**config.mk**
```make
export PLATFORM = sky130hd
export DESIGN_NAME = id_decoder
export DESIGN_NICKNAME = d
export VERILOG_FILES = /design/src/verilog/id_pkg.sv /design/src/verilog/id_decoder.sv
export SDC_FILE = /design/constraint.sdc
export NUM_CORES = 1
export LEC_CHECK = 0
export ABC_AREA = 0
export BUFFER_PORTS_ARGS = -buffer_cell sky130_fd_sc_hd__clkbuf_2
export CORE_MARGIN = 4
export CORE_UTILIZATION = 35
export DETAILED_ROUTE_END_ITERATION = 7
export GPL_TIMING_DRIVEN = 0
export PLACE_DENSITY = 0.88
export SETUP_SLACK_MARGIN = 0.5
export SYNTH_ARGS = -nofsm -noshare
export SYNTH_HDL_FRONTEND = slang
export SYNTH_SLANG_ARGS = --single-unit
```
**constraint.sdc**
```tcl
create_clock -name vclk -period 6.1
set_clock_uncertainty 0.2 [all_clocks]
set_input_delay 1.22 -clock vclk [all_inputs]
set_output_delay 1.22 -clock vclk [all_outputs]
set_load 0.05 [all_outputs]
```
**src/verilog/id_pkg.sv**
```systemverilog
`default_nettype none

package id_pkg;

    parameter int XLEN_DEFAULT = 64;

    typedef logic [31:0] inst_t;
    typedef logic [4:0]  reg_addr_t;
    typedef logic [6:0]  opcode_t;

    // major opcodes of the base integer set
    localparam opcode_t OPC_LUI       = 7'b0110111;
    localparam opcode_t OPC_AUIPC     = 7'b0010111;
    localparam opcode_t OPC_OP_IMM    = 7'b0010011;
    localparam opcode_t OPC_OP_IMM_32 = 7'b0011011;
    localparam opcode_t OPC_OP        = 7'b0110011;
    localparam opcode_t OPC_OP_32     = 7'b0111011;
    localparam opcode_t OPC_LOAD      = 7'b0000011;
    localparam opcode_t OPC_STORE     = 7'b0100011;
    localparam opcode_t OPC_JAL       = 7'b1101111;
    localparam opcode_t OPC_JALR      = 7'b1100111;
    localparam opcode_t OPC_BRANCH    = 7'b1100011;

    typedef enum logic [3:0] {
        ALU_ADD, ALU_SUB, ALU_SLT, ALU_SLTU, ALU_AND, ALU_OR,
        ALU_XOR, ALU_SLL, ALU_SRL, ALU_SRA, ALU_NOP
    } alu_op_e;

    typedef enum logic [1:0] {SRC1_RS1, SRC1_PC, SRC1_ZERO} src1_sel_e;

    typedef enum logic [2:0] {
        SRC2_RS2, SRC2_IMM_I, SRC2_IMM_U, SRC2_SHAMT, SRC2_FOUR, SRC2_IMM_S
    } src2_sel_e;

    // encoding follows funct3[1:0] of loads and stores
    typedef enum logic [1:0] {MEM_B, MEM_H, MEM_W, MEM_D} mem_size_e;

    typedef enum logic [3:0] {
        BR_NONE, BR_JAL, BR_JALR, BR_BEQ, BR_BNE, BR_BLT, BR_BGE, BR_BLTU, BR_BGEU
    } branch_op_e;

endpackage

`default_nettype wire

```
**src/verilog/id_decoder.sv**
```systemverilog
`timescale 1ns/100ps
`default_nettype none

module id_decoder (
    input  id_pkg::inst_t       inst_i,
    input  wire logic           valid_i,
    output id_pkg::reg_addr_t   rd_o,
    output id_pkg::alu_op_e     alu_op_o,
    output id_pkg::src1_sel_e   src1_sel_o,
    output id_pkg::src2_sel_e   src2_sel_o,
    output logic                word_op_o,
    output logic                rf_we_o,
    output logic                mem_read_o,
    output logic                mem_write_o,
    output id_pkg::mem_size_e   mem_size_o,
    output logic                mem_unsigned_o,
    output id_pkg::branch_op_e  branch_op_o
);
    import id_pkg::*;

    opcode_t    opcode;
    logic [2:0] funct3;
    logic [6:0] funct7;
    logic       legal;
    logic       rf_we;
    logic       mem_read;
    logic       mem_write;
    alu_op_e    op_alu;
    alu_op_e    op_shr;

    assign opcode = inst_i[6:0];
    assign funct3 = inst_i[14:12];
    assign funct7 = inst_i[31:25];
    assign rd_o   = inst_i[11:7];

    // funct3 to alu op for the arithmetic groups, bit 30 picks sra
    always_comb begin
        op_shr = inst_i[30] ? ALU_SRA : ALU_SRL;
        case (funct3)
            3'b000:  op_alu = ALU_ADD;
            3'b001:  op_alu = ALU_SLL;
            3'b010:  op_alu = ALU_SLT;
            3'b011:  op_alu = ALU_SLTU;
            3'b100:  op_alu = ALU_XOR;
            3'b101:  op_alu = op_shr;
            3'b110:  op_alu = ALU_OR;
            default: op_alu = ALU_AND;
        endcase
    end

    always_comb begin
        legal          = 1'b0;
        alu_op_o       = ALU_NOP;
        src1_sel_o     = SRC1_RS1;
        src2_sel_o     = SRC2_RS2;
        word_op_o      = 1'b0;
        rf_we          = 1'b0;
        mem_read       = 1'b0;
        mem_write      = 1'b0;
        mem_size_o     = mem_size_e'(funct3[1:0]);
        mem_unsigned_o = 1'b0;
        branch_op_o    = BR_NONE;
        case (opcode)
            OPC_LUI: begin
                legal      = 1'b1;
                src1_sel_o = SRC1_ZERO;
                src2_sel_o = SRC2_IMM_U;
                rf_we      = 1'b1;
            end
            OPC_AUIPC: begin
                legal      = 1'b1;
                alu_op_o   = ALU_ADD;
                src1_sel_o = SRC1_PC;
                src2_sel_o = SRC2_IMM_U;
                rf_we      = 1'b1;
            end
            OPC_OP_IMM: begin
                // slli needs bit 30 clear
                legal      = !(funct3 == 3'b001 && inst_i[30]);
                alu_op_o   = op_alu;
                src2_sel_o = (funct3[1:0] == 2'b01) ? SRC2_SHAMT : SRC2_IMM_I;
                rf_we      = 1'b1;
            end
            OPC_OP_IMM_32: begin
                legal      = (funct3 == 3'b000) || (funct3 == 3'b001 && !inst_i[30])
                             || funct3 == 3'b101;
                alu_op_o   = op_alu;
                src2_sel_o = (funct3 == 3'b000) ? SRC2_IMM_I : SRC2_SHAMT;
                word_op_o  = 1'b1;
                rf_we      = 1'b1;
            end
            OPC_OP, OPC_OP_32: begin
                // only add/sub and srl/sra take funct7 0100000
                if (funct7 == 7'b0000000) begin
                    legal = (opcode == OPC_OP) || funct3 inside {3'b000, 3'b001, 3'b101};
                end else if (funct7 == 7'b0100000) begin
                    legal = (funct3 == 3'b000) || (funct3 == 3'b101);
                end
                alu_op_o  = (funct3 == 3'b000 && inst_i[30]) ? ALU_SUB : op_alu;
                word_op_o = (opcode == OPC_OP_32);
                rf_we     = 1'b1;
            end
            OPC_LOAD: begin
                legal          = (funct3 != 3'b111);
                alu_op_o       = ALU_ADD;
                src2_sel_o     = SRC2_IMM_I;
                rf_we          = 1'b1;
                mem_read       = 1'b1;
                mem_unsigned_o = funct3[2];
            end
            OPC_STORE: begin
                legal      = !funct3[2];
                alu_op_o   = ALU_ADD;
                src2_sel_o = SRC2_IMM_S;
                mem_write  = 1'b1;
            end
            OPC_JAL, OPC_JALR: begin
                legal       = (opcode == OPC_JAL) || (funct3 == 3'b000);
                alu_op_o    = ALU_ADD;
                src1_sel_o  = SRC1_PC;
                src2_sel_o  = SRC2_FOUR;
                rf_we       = 1'b1;
                branch_op_o = (opcode == OPC_JAL) ? BR_JAL : BR_JALR;
            end
            OPC_BRANCH: begin
                legal = (funct3 != 3'b010) && (funct3 != 3'b011);
                case (funct3)
                    3'b000:  branch_op_o = BR_BEQ;
                    3'b001:  branch_op_o = BR_BNE;
                    3'b100:  branch_op_o = BR_BLT;
                    3'b101:  branch_op_o = BR_BGE;
                    3'b110:  branch_op_o = BR_BLTU;
                    default: branch_op_o = BR_BGEU;
                endcase
            end
            default: legal = 1'b0;
        endcase
        // unknown encodings fall back to a bubble
        if (!legal) begin
            alu_op_o       = ALU_NOP;
            src1_sel_o     = SRC1_RS1;
            src2_sel_o     = SRC2_RS2;
            word_op_o      = 1'b0;
            mem_size_o     = MEM_B;
            mem_unsigned_o = 1'b0;
            branch_op_o    = BR_NONE;
        end
    end

    assign rf_we_o     = rf_we & legal & valid_i;
    assign mem_read_o  = mem_read & legal & valid_i;
    assign mem_write_o = mem_write & legal & valid_i;

endmodule

`default_nettype wire

```
==> impl_metrics.env <==
export IMPL_outcome="complete, no violations"
export IMPL_setup_viol=0
export IMPL_ctsResizeCount=0
export IMPL_placementRows=14
export IMPL_rsz0062_at_grt="false"
export IMPL_cts_hold_buf=0
export IMPL_fin_area_um2=851
export IMPL_grt_pass1_vias=738
export IMPL_synthMostInstantiatedCell="nor2_1"
export IMPL_hold_slack_ns=2.57
export IMPL_period_share_pct=75.2
export IMPL_drt_first_pass_iters=5
export IMPL_pre_cts_slack_ns=1.58
export IMPL_slew_viol_final=0
export IMPL_die_area_um2=2490
export IMPL_seq_cells=0
export IMPL_antenna_found_initial=0
export IMPL_power_internal_mw=0.0167
export IMPL_vias_per_cell=5.76
export IMPL_syn_avg_cell_area_um2=6.84
export IMPL_n_antenna_cell=0
export IMPL_critPathSlowestCell="nor3_1"
export IMPL_grt_max_degree=11
export IMPL_max_slew_worst_pin_slew_ns=0.599
export IMPL_synthDistinctLibCells=43
export IMPL_seq_area_um2=0
export IMPL_end_kind="output port"
export IMPL_fmax_mhz=218
export IMPL_path_class="input pin to output port"
export IMPL_cts_setup_buffers=0
export IMPL_power_frac_clock_pct=0
export IMPL_relSlewSlack_pct=59.8
export IMPL_drive_above_1_share_pct=45.1
export IMPL_cp_arrival_ns=3.17
export IMPL_fp_dieH_um=49.9
export IMPL_yosysWarningCount=0
export IMPL_core_area_um2=1580
export IMPL_finalPower_mw=0.0443
export IMPL_post_route_util_pct=54.0
export IMPL_start_kind="input pin"
export IMPL_drc=0
export IMPL_power_per_cell_area_nw_per_um2=52.1
export IMPL_first_iter_violations=23
export IMPL_yosysSeqAreaShare_pct=0
export IMPL_synth_top_area_cell="nor3_1"
export IMPL_gp_congestion=0.907
export IMPL_p_switching_mw=0.0276
export IMPL_seq_power_share_pct=0
export IMPL_finalNonFillerCells=149
export IMPL_post_dp_cell_area_um2=851
export IMPL_synth_cells=90
export IMPL_fin_crit_ns=4.59
export IMPL_min_path_type="input pin to output port"
export IMPL_critPathMaxStageDelay_ns=0.50
export IMPL_yosys_area_top_type_share_pct=6.50
export IMPL_ant_nets=0
export IMPL_area_growth_pct=38.2
export IMPL_synth_area_top_cells="nor3_1 6.5%, buf_4 6.1%, nor2_1 5.5%"
export IMPL_port_buffer_count=43
export IMPL_routedWlPerCell_um=13.9
export IMPL_p_sw_share_pct=62.2
export IMPL_cp_required_ns=4.68
export IMPL_cap_violations=0
export IMPL_synth_commonest_cells="9 x nor2_1, 8 x nor3_1, 7 x nand2_1"
export IMPL_synth_area_um2=616
export IMPL_dp_cells=149
export IMPL_syn_nets=123
export IMPL_ios=58
export IMPL_routed_wl_um=2070
export IMPL_finalHoldViolCount=0
export IMPL_setup_tns_ns=0
export IMPL_crit_chain="clkbuf_2 > nand4bb_4 > nor3_1 > a32oi_1 > o211ai_2 > and4_1 > clkbuf_2"
export IMPL_power_frac_comb_pct=100.0
export IMPL_nets=168
export IMPL_crit_fanout=8
export IMPL_hpwl_um=1740
export IMPL_grt_pass1_wl_um=3190
export IMPL_track_usage_pct=15.3
export IMPL_final_clkbuf_count=0
export IMPL_timing_final_ws_setup_ns=1.51
export IMPL_start_util_pct=39.0
export IMPL_p_leak_nw=0.400
export IMPL_cp_common_cell="clkbuf_2"
export IMPL_ir_drop_mv=0.0280
export IMPL_vias=858
export IMPL_dieWidth_um=49.9
export IMPL_overflow=0
## per-layer routing
metal  track usage, %  vias up  wire length (µm)
met5                0        -                 0
met1             18.3      379               894
met2             29.1       44              1010
met4             2.76        0                14
li1                 -      433                 -
met3             1.51        2               150
## final timing paths
check | cells past startpoint | endpoint | slack, ns | from
setup / recovery | 7 | mem_unsigned_o | 1.51 | inst_i[3]
hold / removal | 2 | rd_o[1] | 2.57 | inst_i[8]
## cell families after synthesis
kind of cell    after synthesis  synth area share, %
compound gates               21                 28.9
xor+xnor                      2                 2.85
buf+inv                      12                 11.0
simple gates                 55                 57.3
## power groups by stage
stage               logic [mW]  registers, mW  clock network, mW
detailed placement      0.0439              0                  0
CTS                     0.0441              0                  0
global placement        0.0427              0                  0
finish                  0.0443              0                  0
global route            0.0478              0                  0
floorplan               0.0293              0                  0
## worst max-delay path, delay by kind of cell
family          cells  cell delay, ns
compound gates      2            0.53
buf+inv             2            0.40
simple gates        3            1.02
## final cells by class
cell class / instances / area (µm²)
tap: 16 / 20.0
inverter: 3 / 11.3
buffer: 9 / 56.3
multi-input combinational: 78 / 548
timing repair buffer: 43 / 215
fill: 154 / 726
## cell usage in the layout (no fill, tap or decap), types with 2 or more instances in the layout
cell and instances:
and3_1 3, nor2b_1 3, clkbuf_2 43, buf_2 3, buf_4 5, inv_1 3
and3b_1 2, a31oi_1 2, nor3_2 2, nand2_1 7, nor3_1 8, o31a_1 2
or3_1 2, o22ai_1 3, nand3_1 5, o21a_1 2, and4_1 2, a21oi_1 2
nor2_1 9
Note: power is estimated with default switching activity, not from simulation.
