## src/verilog/id_pkg.sv

```systemverilog
`default_nettype none

package id_pkg;

    parameter int XLEN_DEFAULT = 64;

    typedef logic [31:0] inst_t;
    typedef logic [4:0]  reg_addr_t;
    typedef logic [6:0]  opcode_t;

    // major opcodes of the base integer set
    localparam opcode_t OPC_LUI       = 7'b0110111;
    localparam opcode_t OPC_AUIPC     = 7'b0010111;
    localparam opcode_t OPC_OP_IMM    = 7'b0010011;
    localparam opcode_t OPC_OP_IMM_32 = 7'b0011011;
    localparam opcode_t OPC_OP        = 7'b0110011;
    localparam opcode_t OPC_OP_32     = 7'b0111011;
    localparam opcode_t OPC_LOAD      = 7'b0000011;
    localparam opcode_t OPC_STORE     = 7'b0100011;
    localparam opcode_t OPC_JAL       = 7'b1101111;
    localparam opcode_t OPC_JALR      = 7'b1100111;
    localparam opcode_t OPC_BRANCH    = 7'b1100011;

    typedef enum logic [3:0] {
        ALU_ADD, ALU_SUB, ALU_SLT, ALU_SLTU, ALU_AND, ALU_OR,
        ALU_XOR, ALU_SLL, ALU_SRL, ALU_SRA, ALU_NOP
    } alu_op_e;

    typedef enum logic [1:0] {SRC1_RS1, SRC1_PC, SRC1_ZERO} src1_sel_e;

    typedef enum logic [2:0] {
        SRC2_RS2, SRC2_IMM_I, SRC2_IMM_U, SRC2_SHAMT, SRC2_FOUR, SRC2_IMM_S
    } src2_sel_e;

    // encoding follows funct3[1:0] of loads and stores
    typedef enum logic [1:0] {MEM_B, MEM_H, MEM_W, MEM_D} mem_size_e;

    typedef enum logic [3:0] {
        BR_NONE, BR_JAL, BR_JALR, BR_BEQ, BR_BNE, BR_BLT, BR_BGE, BR_BLTU, BR_BGEU
    } branch_op_e;

endpackage

`default_nettype wire

```

## src/verilog/id_inst_latch.sv

```systemverilog
`timescale 1ns/100ps
`default_nettype none

module id_inst_latch #(
    parameter int XLEN = id_pkg::XLEN_DEFAULT
) (
    input  wire logic          clk,
    input  wire logic          rst,
    input  wire logic          stall_i,
    input  wire logic          flush_i,
    input  wire logic          if_valid_i,
    input  wire logic [XLEN-1:0] if_pc_i,
    input  id_pkg::inst_t      if_inst_i,
    output logic               valid_o,
    output logic [XLEN-1:0]    pc_o,
    output id_pkg::inst_t      inst_o
);

    logic valid_q;

    // flush wins over stall
    always_ff @(posedge clk) begin
        if (rst || flush_i) begin
            valid_q <= 1'b0;
            pc_o    <= '0;
            inst_o  <= '0;
        end else if (!stall_i) begin
            valid_q <= if_valid_i;
            pc_o    <= if_pc_i;
            inst_o  <= if_inst_i;
        end
    end

    // bubble while held
    assign valid_o = valid_q & ~stall_i;

endmodule

`default_nettype wire

```

## config.mk

```make
export PLATFORM = sky130hd
export DESIGN_NAME = id_inst_latch
export DESIGN_NICKNAME = d
export VERILOG_FILES = /design/src/verilog/id_pkg.sv /design/src/verilog/id_inst_latch.sv
export SDC_FILE = /design/constraint.sdc
export NUM_CORES = 1
export LEC_CHECK = 0
export ABC_AREA = 0
export BUFFER_PORTS_ARGS = -buffer_cell sky130_fd_sc_hd__buf_2
export CAP_MARGIN = 20
export CORE_MARGIN = 4
export CORE_UTILIZATION = 47
export CTS_BUF_LIST = sky130_fd_sc_hd__clkbuf_8 sky130_fd_sc_hd__clkbuf_16
export DETAILED_ROUTE_END_ITERATION = 7
export PLACE_DENSITY = 0.88
export SETUP_SLACK_MARGIN = 0.5
export SYNTH_ARGS = -nofsm -noshare
export SYNTH_HDL_FRONTEND = slang
export SYNTH_SLANG_ARGS = --single-unit
```

## constraint.sdc

```tcl
create_clock -name clk -period 1.97 [get_ports clk]
set_clock_uncertainty 0.05 [all_clocks]
set_input_delay 0.4925 -clock clk [delete_from_list [all_inputs] [get_ports clk]]
set_output_delay 0.4925 -clock clk [all_outputs]
set_load 0.01 [all_outputs]
```

==> results of run 1 <==
==> state kept, by name (all words and copies together), names as in the netlist <==
name and flops:
pc_o 64, inst_o 32, valid_q 1
==> worst max path at each step <==
stage                               from                    end  slack (ns)  cells after the start
detailed placement               stall_i  pc_o[25]$_SDFFE_PP0N_        0.35                      4
floorplan                        stall_i                valid_o        0.42                      4
global route        valid_q$_SDFFE_PP0N_                valid_o        0.43                      2
finish              valid_q$_SDFFE_PP0N_                valid_o        0.48                      2
global placement                 stall_i                valid_o        0.41                      3
CTS                 valid_q$_SDFFE_PP0N_                valid_o        0.45                      2
==> through the flow <==
step / util, % / hold WS, ns
6_report: 66.8 / 0.331
5_1_grt: 66.8 / 0.313
4_1_cts: 66.8 / 0.314
3_5_place_dp: 64.4 / 0.429
3_3_place_gp: 64.4 / 0.417
2_1_floorplan: - / 0.414
==> report_power, final <==
group	total [mW]	internal [mW]	switching [mW]	leakage (nW)
registers	2.06	2.02	0.0312	0.791
clock network	1.05	0.437	0.610	0.0940
logic	0.444	0.225	0.219	1.65
total	3.55	2.69	0.861	2.54
==> worst max-delay path: stages, from the launching register on <==
cell and delay (ns):
dfxtp_2 0.34, nor2b_4 0.16, buf_6 0.12
==> kinds of logic after synthesis <==
logic type,share of synthesized area [%]
buffers and inverters,4.50
flip-flops,56.4
multiplexers,28.2
AND/OR/NAND/NOR,10.9
==> final cells by class <==
type	count	area, um^2	area share, %
Sequential cell	97	1940	41.9
Multi-Input combinational cell	196	1360	29.2
Timing Repair Buffer	201	1070	23.0
Clock buffer	9	124	2.67
Tap cell	96	120	2.59
Clock inverter	7	32.5	0.701
==> synth_stat cells (all sizes together) <==
library cell	count
mux2i	97
or2	1
dfxtp	97
buf	16
nor2b	1
nor2	97
clkbuf	6
==> per-layer routing <==
| layer | part of all wire, % | vias to the layer above | GRT usage [%] |
|---|---|---|---|
| li1 | - | 1413 | - |
| met3 | 10 | 15 | 7.48 |
| met2 | 50 | 135 | 34.9 |
| met1 | 38 | 1285 | 21.3 |
| met5 | 0 | - | 0 |
| met4 | 2.1 | 0 | 8.66 |
==> what timing repair did <==
action | 4_1_cts | 5_1_grt
gates resized for setup | 3 | 0
endpoints found under the setup margin | 1 | 1
endpoints found under the hold margin | 0 | 0
hold buffers | 0 | 0
==> cells in the final DEF (no fill, tap or decap), drive strengths merged <==
| cell | count |
|---|---|
| buf | 201 |
| clkbuf | 9 |
| clkinv | 2 |
| clkinvlp | 1 |
| dfxtp | 97 |
| inv | 4 |
| mux2i | 97 |
| nor2 | 97 |
| nor2b | 1 |
| or2 | 1 |
==> metrics, run 1 <==
DRC=0; CP arrival=0.94 ns; final setup TNS=0 ns; pre-CTS setup slack=0.347 ns; share of layout cells above drive strength 1=42.4%; YS warnings=0; hold path start=if_pc_i[3]; Clock Latency Late Sink=0.34 ns; Final Slew Violations=0; post-synthesis sequential area ratio=56.4%; DR vias/cell=4.70; critical path class=reg2out; GRT overflow=0; drt total wl=8.84 mm; FF-to-FF Start=pc_o[45]$_SDFFE_PP0N_; Layout Nets=606; Mapped Cells=315; cell taking the most area after synthesis=dfxtp_1; GP Congestion=0.745; largest net degree at the start of global routing=98; synth unique cells=9; VDD IR max=460 uV; Mapped Area=0.00344 mm^2; number of max-cap violations=0; r2r endpoint=pc_o[45]$_SDFFE_PP0N_; initial core utilization=49.6%; Worst slew margin=74.1%; CP Max Fanout=2; Power Density=764 mW/mm^2; Setup crit end kind=primary output; Hold Crit Class=in2reg; status=finished clean; cells taking the most area after synthesis=dfxtp_1 56%, mux2i_1 28%, nor2_1 11%; R2R Setup Slk=1.25 ns; Clock Root Buffer=clkbuf_8; DR iter-0 viols=64; row count=30; CP Launch Type=flip-flop; fraction of the cycle the final worst path needs=75.5%; DP Cell Count=590; #FFs+latches synth=97; PortBufs=197; Final WS setup=0.484 ns; placed instance area=0.00447 mm^2; first-pass GRT wire length=13.8 mm; CTS max path bufs=2; vias in the first global route=2,915; P_leak=2.54 nW; Post-Syn Area per Cell=10.9 um^2; I/O pins=198; final hold vios=0; Pre-Repair DR Iteration Count=4; number of CTS-inserted buffers=9; CTS tree=done; Die Wd=93.6 um; syn nets=416; Filler Cells Inserted=553; fin crit period=1.49 ns; Required @ worst endpoint=1.43 ns; core area=0.00694 mm^2; Final ANT Viol Nets=0; Area Overhead vs Synth=34.7%; Hold EP=pc_o[3]$_SDFFE_PP0N_; depth of the worst hold-timing path=3; RSZ-0062 raised after global routing=yes; Die Span Y=93.6 um; design area=0.00464 mm^2; Tot GR Track Use=19.9%; fmax=673 MHz; Layout Cells excl Fill=606; postcts setup bufs=0; R2R depth=2; Post-DP HPWL=6.76 mm; via count=2,848; H-tree lvl count=3; Sink Count=97; wire per inst=14.6 um; total power=3.55 mW; post-synth top area share=56.4%; initial antenna violation count=0; Die Footprint=0.00876 mm^2; ant diodes=0; Final setup viols=0; CTS clk-pin slew, worst paths=0.09 ns; actual slew at the worst max-slew pin=0.389 ns
Note: power is estimated with default switching activity, not from simulation.
==> run 2, diff against run 1 <==
--- a/config.mk
+++ b/config.mk
@@ -9,10 +9,10 @@
 export BUFFER_PORTS_ARGS = -buffer_cell sky130_fd_sc_hd__buf_2
 export CAP_MARGIN = 20
 export CORE_MARGIN = 4
-export CORE_UTILIZATION = 47
+export CORE_UTILIZATION = 39
 export CTS_BUF_LIST = sky130_fd_sc_hd__clkbuf_8 sky130_fd_sc_hd__clkbuf_16
 export DETAILED_ROUTE_END_ITERATION = 7
-export PLACE_DENSITY = 0.88
+export PLACE_DENSITY = 0.78
 export SETUP_SLACK_MARGIN = 0.5
 export SYNTH_ARGS = -nofsm -noshare
 export SYNTH_HDL_FRONTEND = slang
==> constraint.sdc (replaced) <==
create_clock -name clk -period 1.35 [get_ports clk]
set_clock_uncertainty 0.05 [all_clocks]
set_input_delay 0.3375 -clock clk [delete_from_list [all_inputs] [get_ports clk]]
set_output_delay 0.3375 -clock clk [all_outputs]
set_load 0.01 [all_outputs]
==> run 2 against run 1 <==
Against the previous run: combinational power grew 130%; register-to-register slack got worse by 0.81 ns; utilization up 4.0 points; power is 66% higher; critical path depth is the same; largest power group unchanged.
==> metrics, run 2 (synthesis results as in run 1) <==
Area Overhead vs Synth=78.5%; final hold vios=0 (unchanged); Sink Count=97 (unchanged); DRC=0 (unchanged); CP Max Fanout=2 (unchanged); ant diodes=0 (unchanged); share of layout cells above drive strength 1=67.3% (+25 points); CTS clk-pin slew, worst paths=0.10 ns (about the same); fmax=771 MHz; CTS tree=done; Final ANT Viol Nets=0 (unchanged); Die Footprint=0.0104 mm^2 (+19%); Hold Crit Class=in2reg; Pre-Repair DR Iteration Count=6 (+2); Required @ worst endpoint=0.96 ns (-0.47 ns); initial antenna violation count=0 (unchanged); wire per inst=18.1 um (+24%); GRT overflow=0 (unchanged); P_leak=3.01 nW (+18%); fin crit period=1.30 ns; max reg flops=64 (unchanged); Setup crit end kind=primary output; core area=0.00868 mm^2 (+25%); via count=3,196 (+12%); Layout Nets=654 (+7.9%); vias in the first global route=3,281 (+13%); Layout Cells excl Fill=665 (+9.7%); fraction of the cycle the final worst path needs=96.1%; VDD IR max=598 uV (+30%); RSZ-0062 raised after global routing=yes; I/O pins=198 (unchanged); Post-DP HPWL=6.13 mm (-9.3%); Worst slew margin=86.6% (+12 points); DR iter-0 viols=68 (+6.3%); critical path class=reg2out; status=finished clean; Clock Root Buffer=clkbuf_8; hold_buf cts=0 (unchanged); largest net degree at the start of global routing=43 (-56%); CTS max path bufs=2 (unchanged); number of max-cap violations=0 (unchanged); commonest non-fill, non-tap cells in the layout=113 x buf_6, 99 x buf_2, 97 x dfxtp_2; actual slew at the worst max-slew pin=0.196 ns (-0.193 ns); H-tree lvl count=3 (unchanged); Biggest register=pc_o; CP arrival=0.91 ns (-0.03 ns); Util after Layout=70.8% (+4.0 points); drt total wl=12.1 mm (+36%); DR vias/cell=4.81 (+2.3%); Clock Latency Late Sink=0.35 ns (about the same); first-pass GRT wire length=15.8 mm (+14%); PortBufs=197 (unchanged); Min Hold Slack=0.164 ns (-0.167 ns); GP Congestion=0.789 (+6.0%); Power Density=958 mW/mm^2 (+25%); row count=34 (+13%); commonest non-fill, non-tap cell in the layout=buf_6; number of CTS-inserted buffers=9 (unchanged); top flop regs=pc_o: 64 flops, inst_o: 32 flops, valid_q: 1 flops; Die Wd=102 um (+8.9%); Final setup viols=0 (unchanged); final setup TNS=0 ns (unchanged); R2R depth=4 (+2); Tot GR Track Use=19.4% (-0.48 points); DP Cell Count=608 (+3.1%); Die Span Y=102 um (+8.9%); initial core utilization=39.7% (-9.9 points); CP Launch Type=flip-flop; depth of the worst hold-timing path=3 (unchanged); Final Slew Violations=0 (unchanged)
run 2: cell type report:
| type | instances | area (um^2) |
|---|---|---|
| fillers | 581 | 2530 |
| flip-flops and latches | 97 | 2060 |
| repair buffers | 249 | 2350 |
| clock buffers | 9 | 124 |
| well taps | 108 | 135 |
| clock inverters | 6 | 61.3 |
| multi-input cells | 196 | 1410 |
run 2: worst paths after layout:
kind | start | slack (ns) | end
worst min-delay path | if_inst_i[11] | 0.16 | inst_o[11]$_SDFFE_PP0N_
worst min register to register | pc_o[19]$_SDFFE_PP0N_ | 0.45 | pc_o[19]$_SDFFE_PP0N_
worst max-delay path | valid_q$_SDFFE_PP0N_ | 0.05 | valid_o
worst max register to register | pc_o[29]$_SDFFE_PP0N_ | 0.44 | pc_o[29]$_SDFFE_PP0N_
run 2: worst max-delay path, stage by stage (launching register included):
cell and delay [ns]:
dfxtp_2 0.34, nor2b_4 0.14, buf_6 0.10
run 2: where the power goes:
part           internal [mW]  switching [mW]  leakage, nW
Clock                  0.838           0.985       0.0885
Sequential              2.97          0.0742        0.834
Combinational          0.610           0.412         2.08
run 2: repair_timing:
item	CTS	global route
endpoints found under the setup margin	140	166
cloned	3	6
buffers inserted	16	17
gates resized for setup	203	38
pin swaps	1	38
run 2: layer usage:
layer  GRT usage [%]  share of wire, %  up-vias
li1                -                 -     1513
met1            20.9                38     1505
met2            35.7                51      160
met3            7.24               9.0       18
met4            5.25               1.8        0
met5               0                 0        -
run 2: per-stage QoR:
step	cell area [um^2]	power (mW)	worst slack (ns)
3_5_place_dp	4570	3.74	0.0932
4_1_cts	5740	5.74	0.0414
3_3_place_gp	4570	3.72	0.0971
2_1_floorplan	3480	3.44	0.115
6_report	6150	5.89	0.0531
5_1_grt	6150	6.12	0.0112
==> run 3, diff against run 2 <==
--- a/config.mk
+++ b/config.mk
@@ -13,7 +13,7 @@
 export CTS_BUF_LIST = sky130_fd_sc_hd__clkbuf_8 sky130_fd_sc_hd__clkbuf_16
 export DETAILED_ROUTE_END_ITERATION = 7
 export PLACE_DENSITY = 0.78
-export SETUP_SLACK_MARGIN = 0.5
+export SETUP_SLACK_MARGIN = 0.02
 export SYNTH_ARGS = -nofsm -noshare
 export SYNTH_HDL_FRONTEND = slang
 export SYNTH_SLANG_ARGS = --single-unit
==> run 3 against run 2 <==
Against the previous run: combinational power decreased by 36%; critical path depth stayed put; sequential power is 2% lower; routed wire length shrank 31%; cell count down 6.6%; register-to-register slack gained 0.21 ns; global-route usage down 4.2 points; clock power shrank 9%; via count fell by 11%.
==> metrics, run 3 (synthesis results as in run 1) <==
GP Congestion=0.777 (-1.6%); crit path buf inv count=1 (unchanged); final setup TNS=0 ns (unchanged); Die Footprint=0.0104 mm^2 (unchanged); Worst slew margin=73.0% (-14 points); Final setup viols=0 (unchanged); Tot GR Track Use=15.2% (-4.2 points); switching part of the total power=24.7% (-0.28 points); Sink Count=97 (unchanged); Filler Cells Inserted=781 (+34%); Area Overhead vs Synth=36.8%; final hold vios=0 (unchanged); Biggest register=pc_o; wire per inst=13.5 um (-26%); CTS tree=done; CTS clk-pin slew, worst paths=0.10 ns (about the same); actual slew at the worst max-slew pin=0.405 ns (+0.209 ns); Power Density=1130 mW/mm^2 (+18%); core area=0.00868 mm^2 (unchanged); Crit-path slowest cell=dfxtp_2; Top delay family on crit path=flip-flops; number of max-cap violations=0 (unchanged); commonest non-fill, non-tap cell in the layout=buf_2; max reg flops=64 (unchanged); GRT overflow=0 (unchanged); area occupied by registers=0.00194 mm^2 (-5.8%); drt total wl=8.38 mm (-31%); Worst path max stage delay=0.34 ns (about the same); commonest non-fill, non-tap cells in the layout=195 x buf_2, 97 x mux2i_1, 97 x nor2_1; Required @ worst endpoint=0.96 ns (about the same); Multi-input gate area=0.00136 mm^2 (-3.7%); Layout Nets=610 (-6.7%); Clock Root Buffer=clkbuf_8; Util after Layout=54.3% (-17 points); initial antenna violation count=0 (unchanged); Min Hold Slack=0.168 ns (+0.00446 ns); DP Cell Count=606 (-0.33%); fraction of the cycle the final worst path needs=98.1% (+2.0 points); VDD IR max=474 uV (-21%); Clock power frac=31.2% (+0.3 points); crit-path cells=nor2b_4, buf_6; top flop regs=pc_o: 64 flops, inst_o: 32 flops, valid_q: 1 flops; P_leak=2.55 nW (-15%); DR iter-0 viols=77 (+13%); Hold Crit Class=in2reg; vias in the first global route=2,788 (-15%); Final ANT Viol Nets=0 (unchanged); CP Max Fanout=2 (unchanged); DR vias/cell=4.60 (-4.4%); Die Span Y=102 um (unchanged); Final Slew Violations=0 (unchanged); PortBufs=197 (unchanged); combinational power share=12.3% (-5.0 points); Clock Latency Late Sink=0.33 ns (-0.02 ns); P_sw=1.31 mW (-11%); DRC=0 (unchanged); first-pass GRT wire length=12.7 mm (-20%); number of CTS-inserted buffers=9 (unchanged); CTS max path bufs=2 (unchanged); fin crit period=1.32 ns (+0.0272 ns); I/O pins=198 (unchanged); hold_buf cts=0 (unchanged); Pre-Repair DR Iteration Count=4 (-2); total power=5.31 mW (-9.8%); RSZ-0062 raised after global routing=yes; H-tree lvl count=3 (unchanged); Seq pwr share=56.5% (+4.8 points); row count=34 (unchanged); largest net degree at the start of global routing=98 (+130%); status=finished clean; Int Power=4.00 mW (-9.5%); CP Launch Type=flip-flop; critical path class=reg2out; Post-DP HPWL=6.40 mm (+4.4%); via count=2,854 (-11%); CP arrival=0.94 ns (+0.03 ns); ant diodes=0 (unchanged); Layout Cells excl Fill=621 (-6.6%); share of layout cells above drive strength 1=43.3% (-24 points); initial core utilization=39.7% (unchanged); Setup crit end kind=primary output; fmax=755 MHz (-2.1%); Die Wd=102 um (unchanged)
-- run 3: cell types whose count changed in the layout (fill, tap and decap cells not counted), sizes merged --
cell	before	now
clkbuf	15	10
clkinvlp	3	2
buf	243	205
bufinv	1	0
inv	1	2
-- run 3: worst register-to-register path, stage by stage, from the launching register on --
cell     delay [ns]
dfxtp_1        0.32
mux2i_1        0.16
nor2_1         0.05
-- run 3: per-stage QoR --
step / instance area (um^2) / worst slack (ns)
6_report: 4710 / 0.0259
5_1_grt: 4710 / -0.0285
4_1_cts: 4710 / -0.00353
3_5_place_dp: 4530 / 0.0512
3_3_place_gp: 4530 / 0.0848
2_1_floorplan: 3450 / 0.0533
-- run 3: timing repair --
action                     4_1_cts  5_1_grt
setup endpoints to repair        1        1
buffers inserted                 0        0
resized for setup                3        0
cloned                           0        0
-- run 3: final cells by class --
cell class                 instances  share of cell area [%]
clock buffer                      10                    2.92
sequential                        97                    41.2
tap                              108                    2.87
multi-input combinational        196                    28.8
clock inverter                     5                   0.691
timing repair buffer             205                    23.5
-- run 3: power groups by stage --
stage / Sequential [mW] / Combinational, mW / Clock [mW]
floorplan: 3.11 / 0.324 / 0
global placement: 3.06 / 0.647 / 0
detailed placement: 3.07 / 0.661 / 0
CTS: 3.00 / 0.665 / 1.74
global route: 3.01 / 0.726 / 1.84
finish: 3.00 / 0.655 / 1.66
-- run 3: per-layer routing --
| metal | track usage [%] | part of all wire, % | vias to the layer above |
|---|---|---|---|
| met3 | 5.05 | 11 | 16 |
| li1 | - | - | 1421 |
| met5 | 0 | 0 | - |
| met4 | 6.46 | 1.9 | 0 |
| met1 | 18.0 | 41 | 1284 |
| met2 | 25.3 | 46 | 133 |
-- run 3: final timing paths --
path	slack [ns]	end	start	depth (start not counted)
setup / recovery	0.03	valid_o	valid_q$_SDFFE_PP0N_	2
hold / removal	0.17	pc_o[19]$_SDFFE_PP0N_	if_pc_i[19]	3
setup reg to reg	0.65	pc_o[59]$_SDFFE_PP0N_	pc_o[59]$_SDFFE_PP0N_	2
hold reg to reg	0.44	pc_o[50]$_SDFFE_PP0N_	pc_o[50]$_SDFFE_PP0N_	2
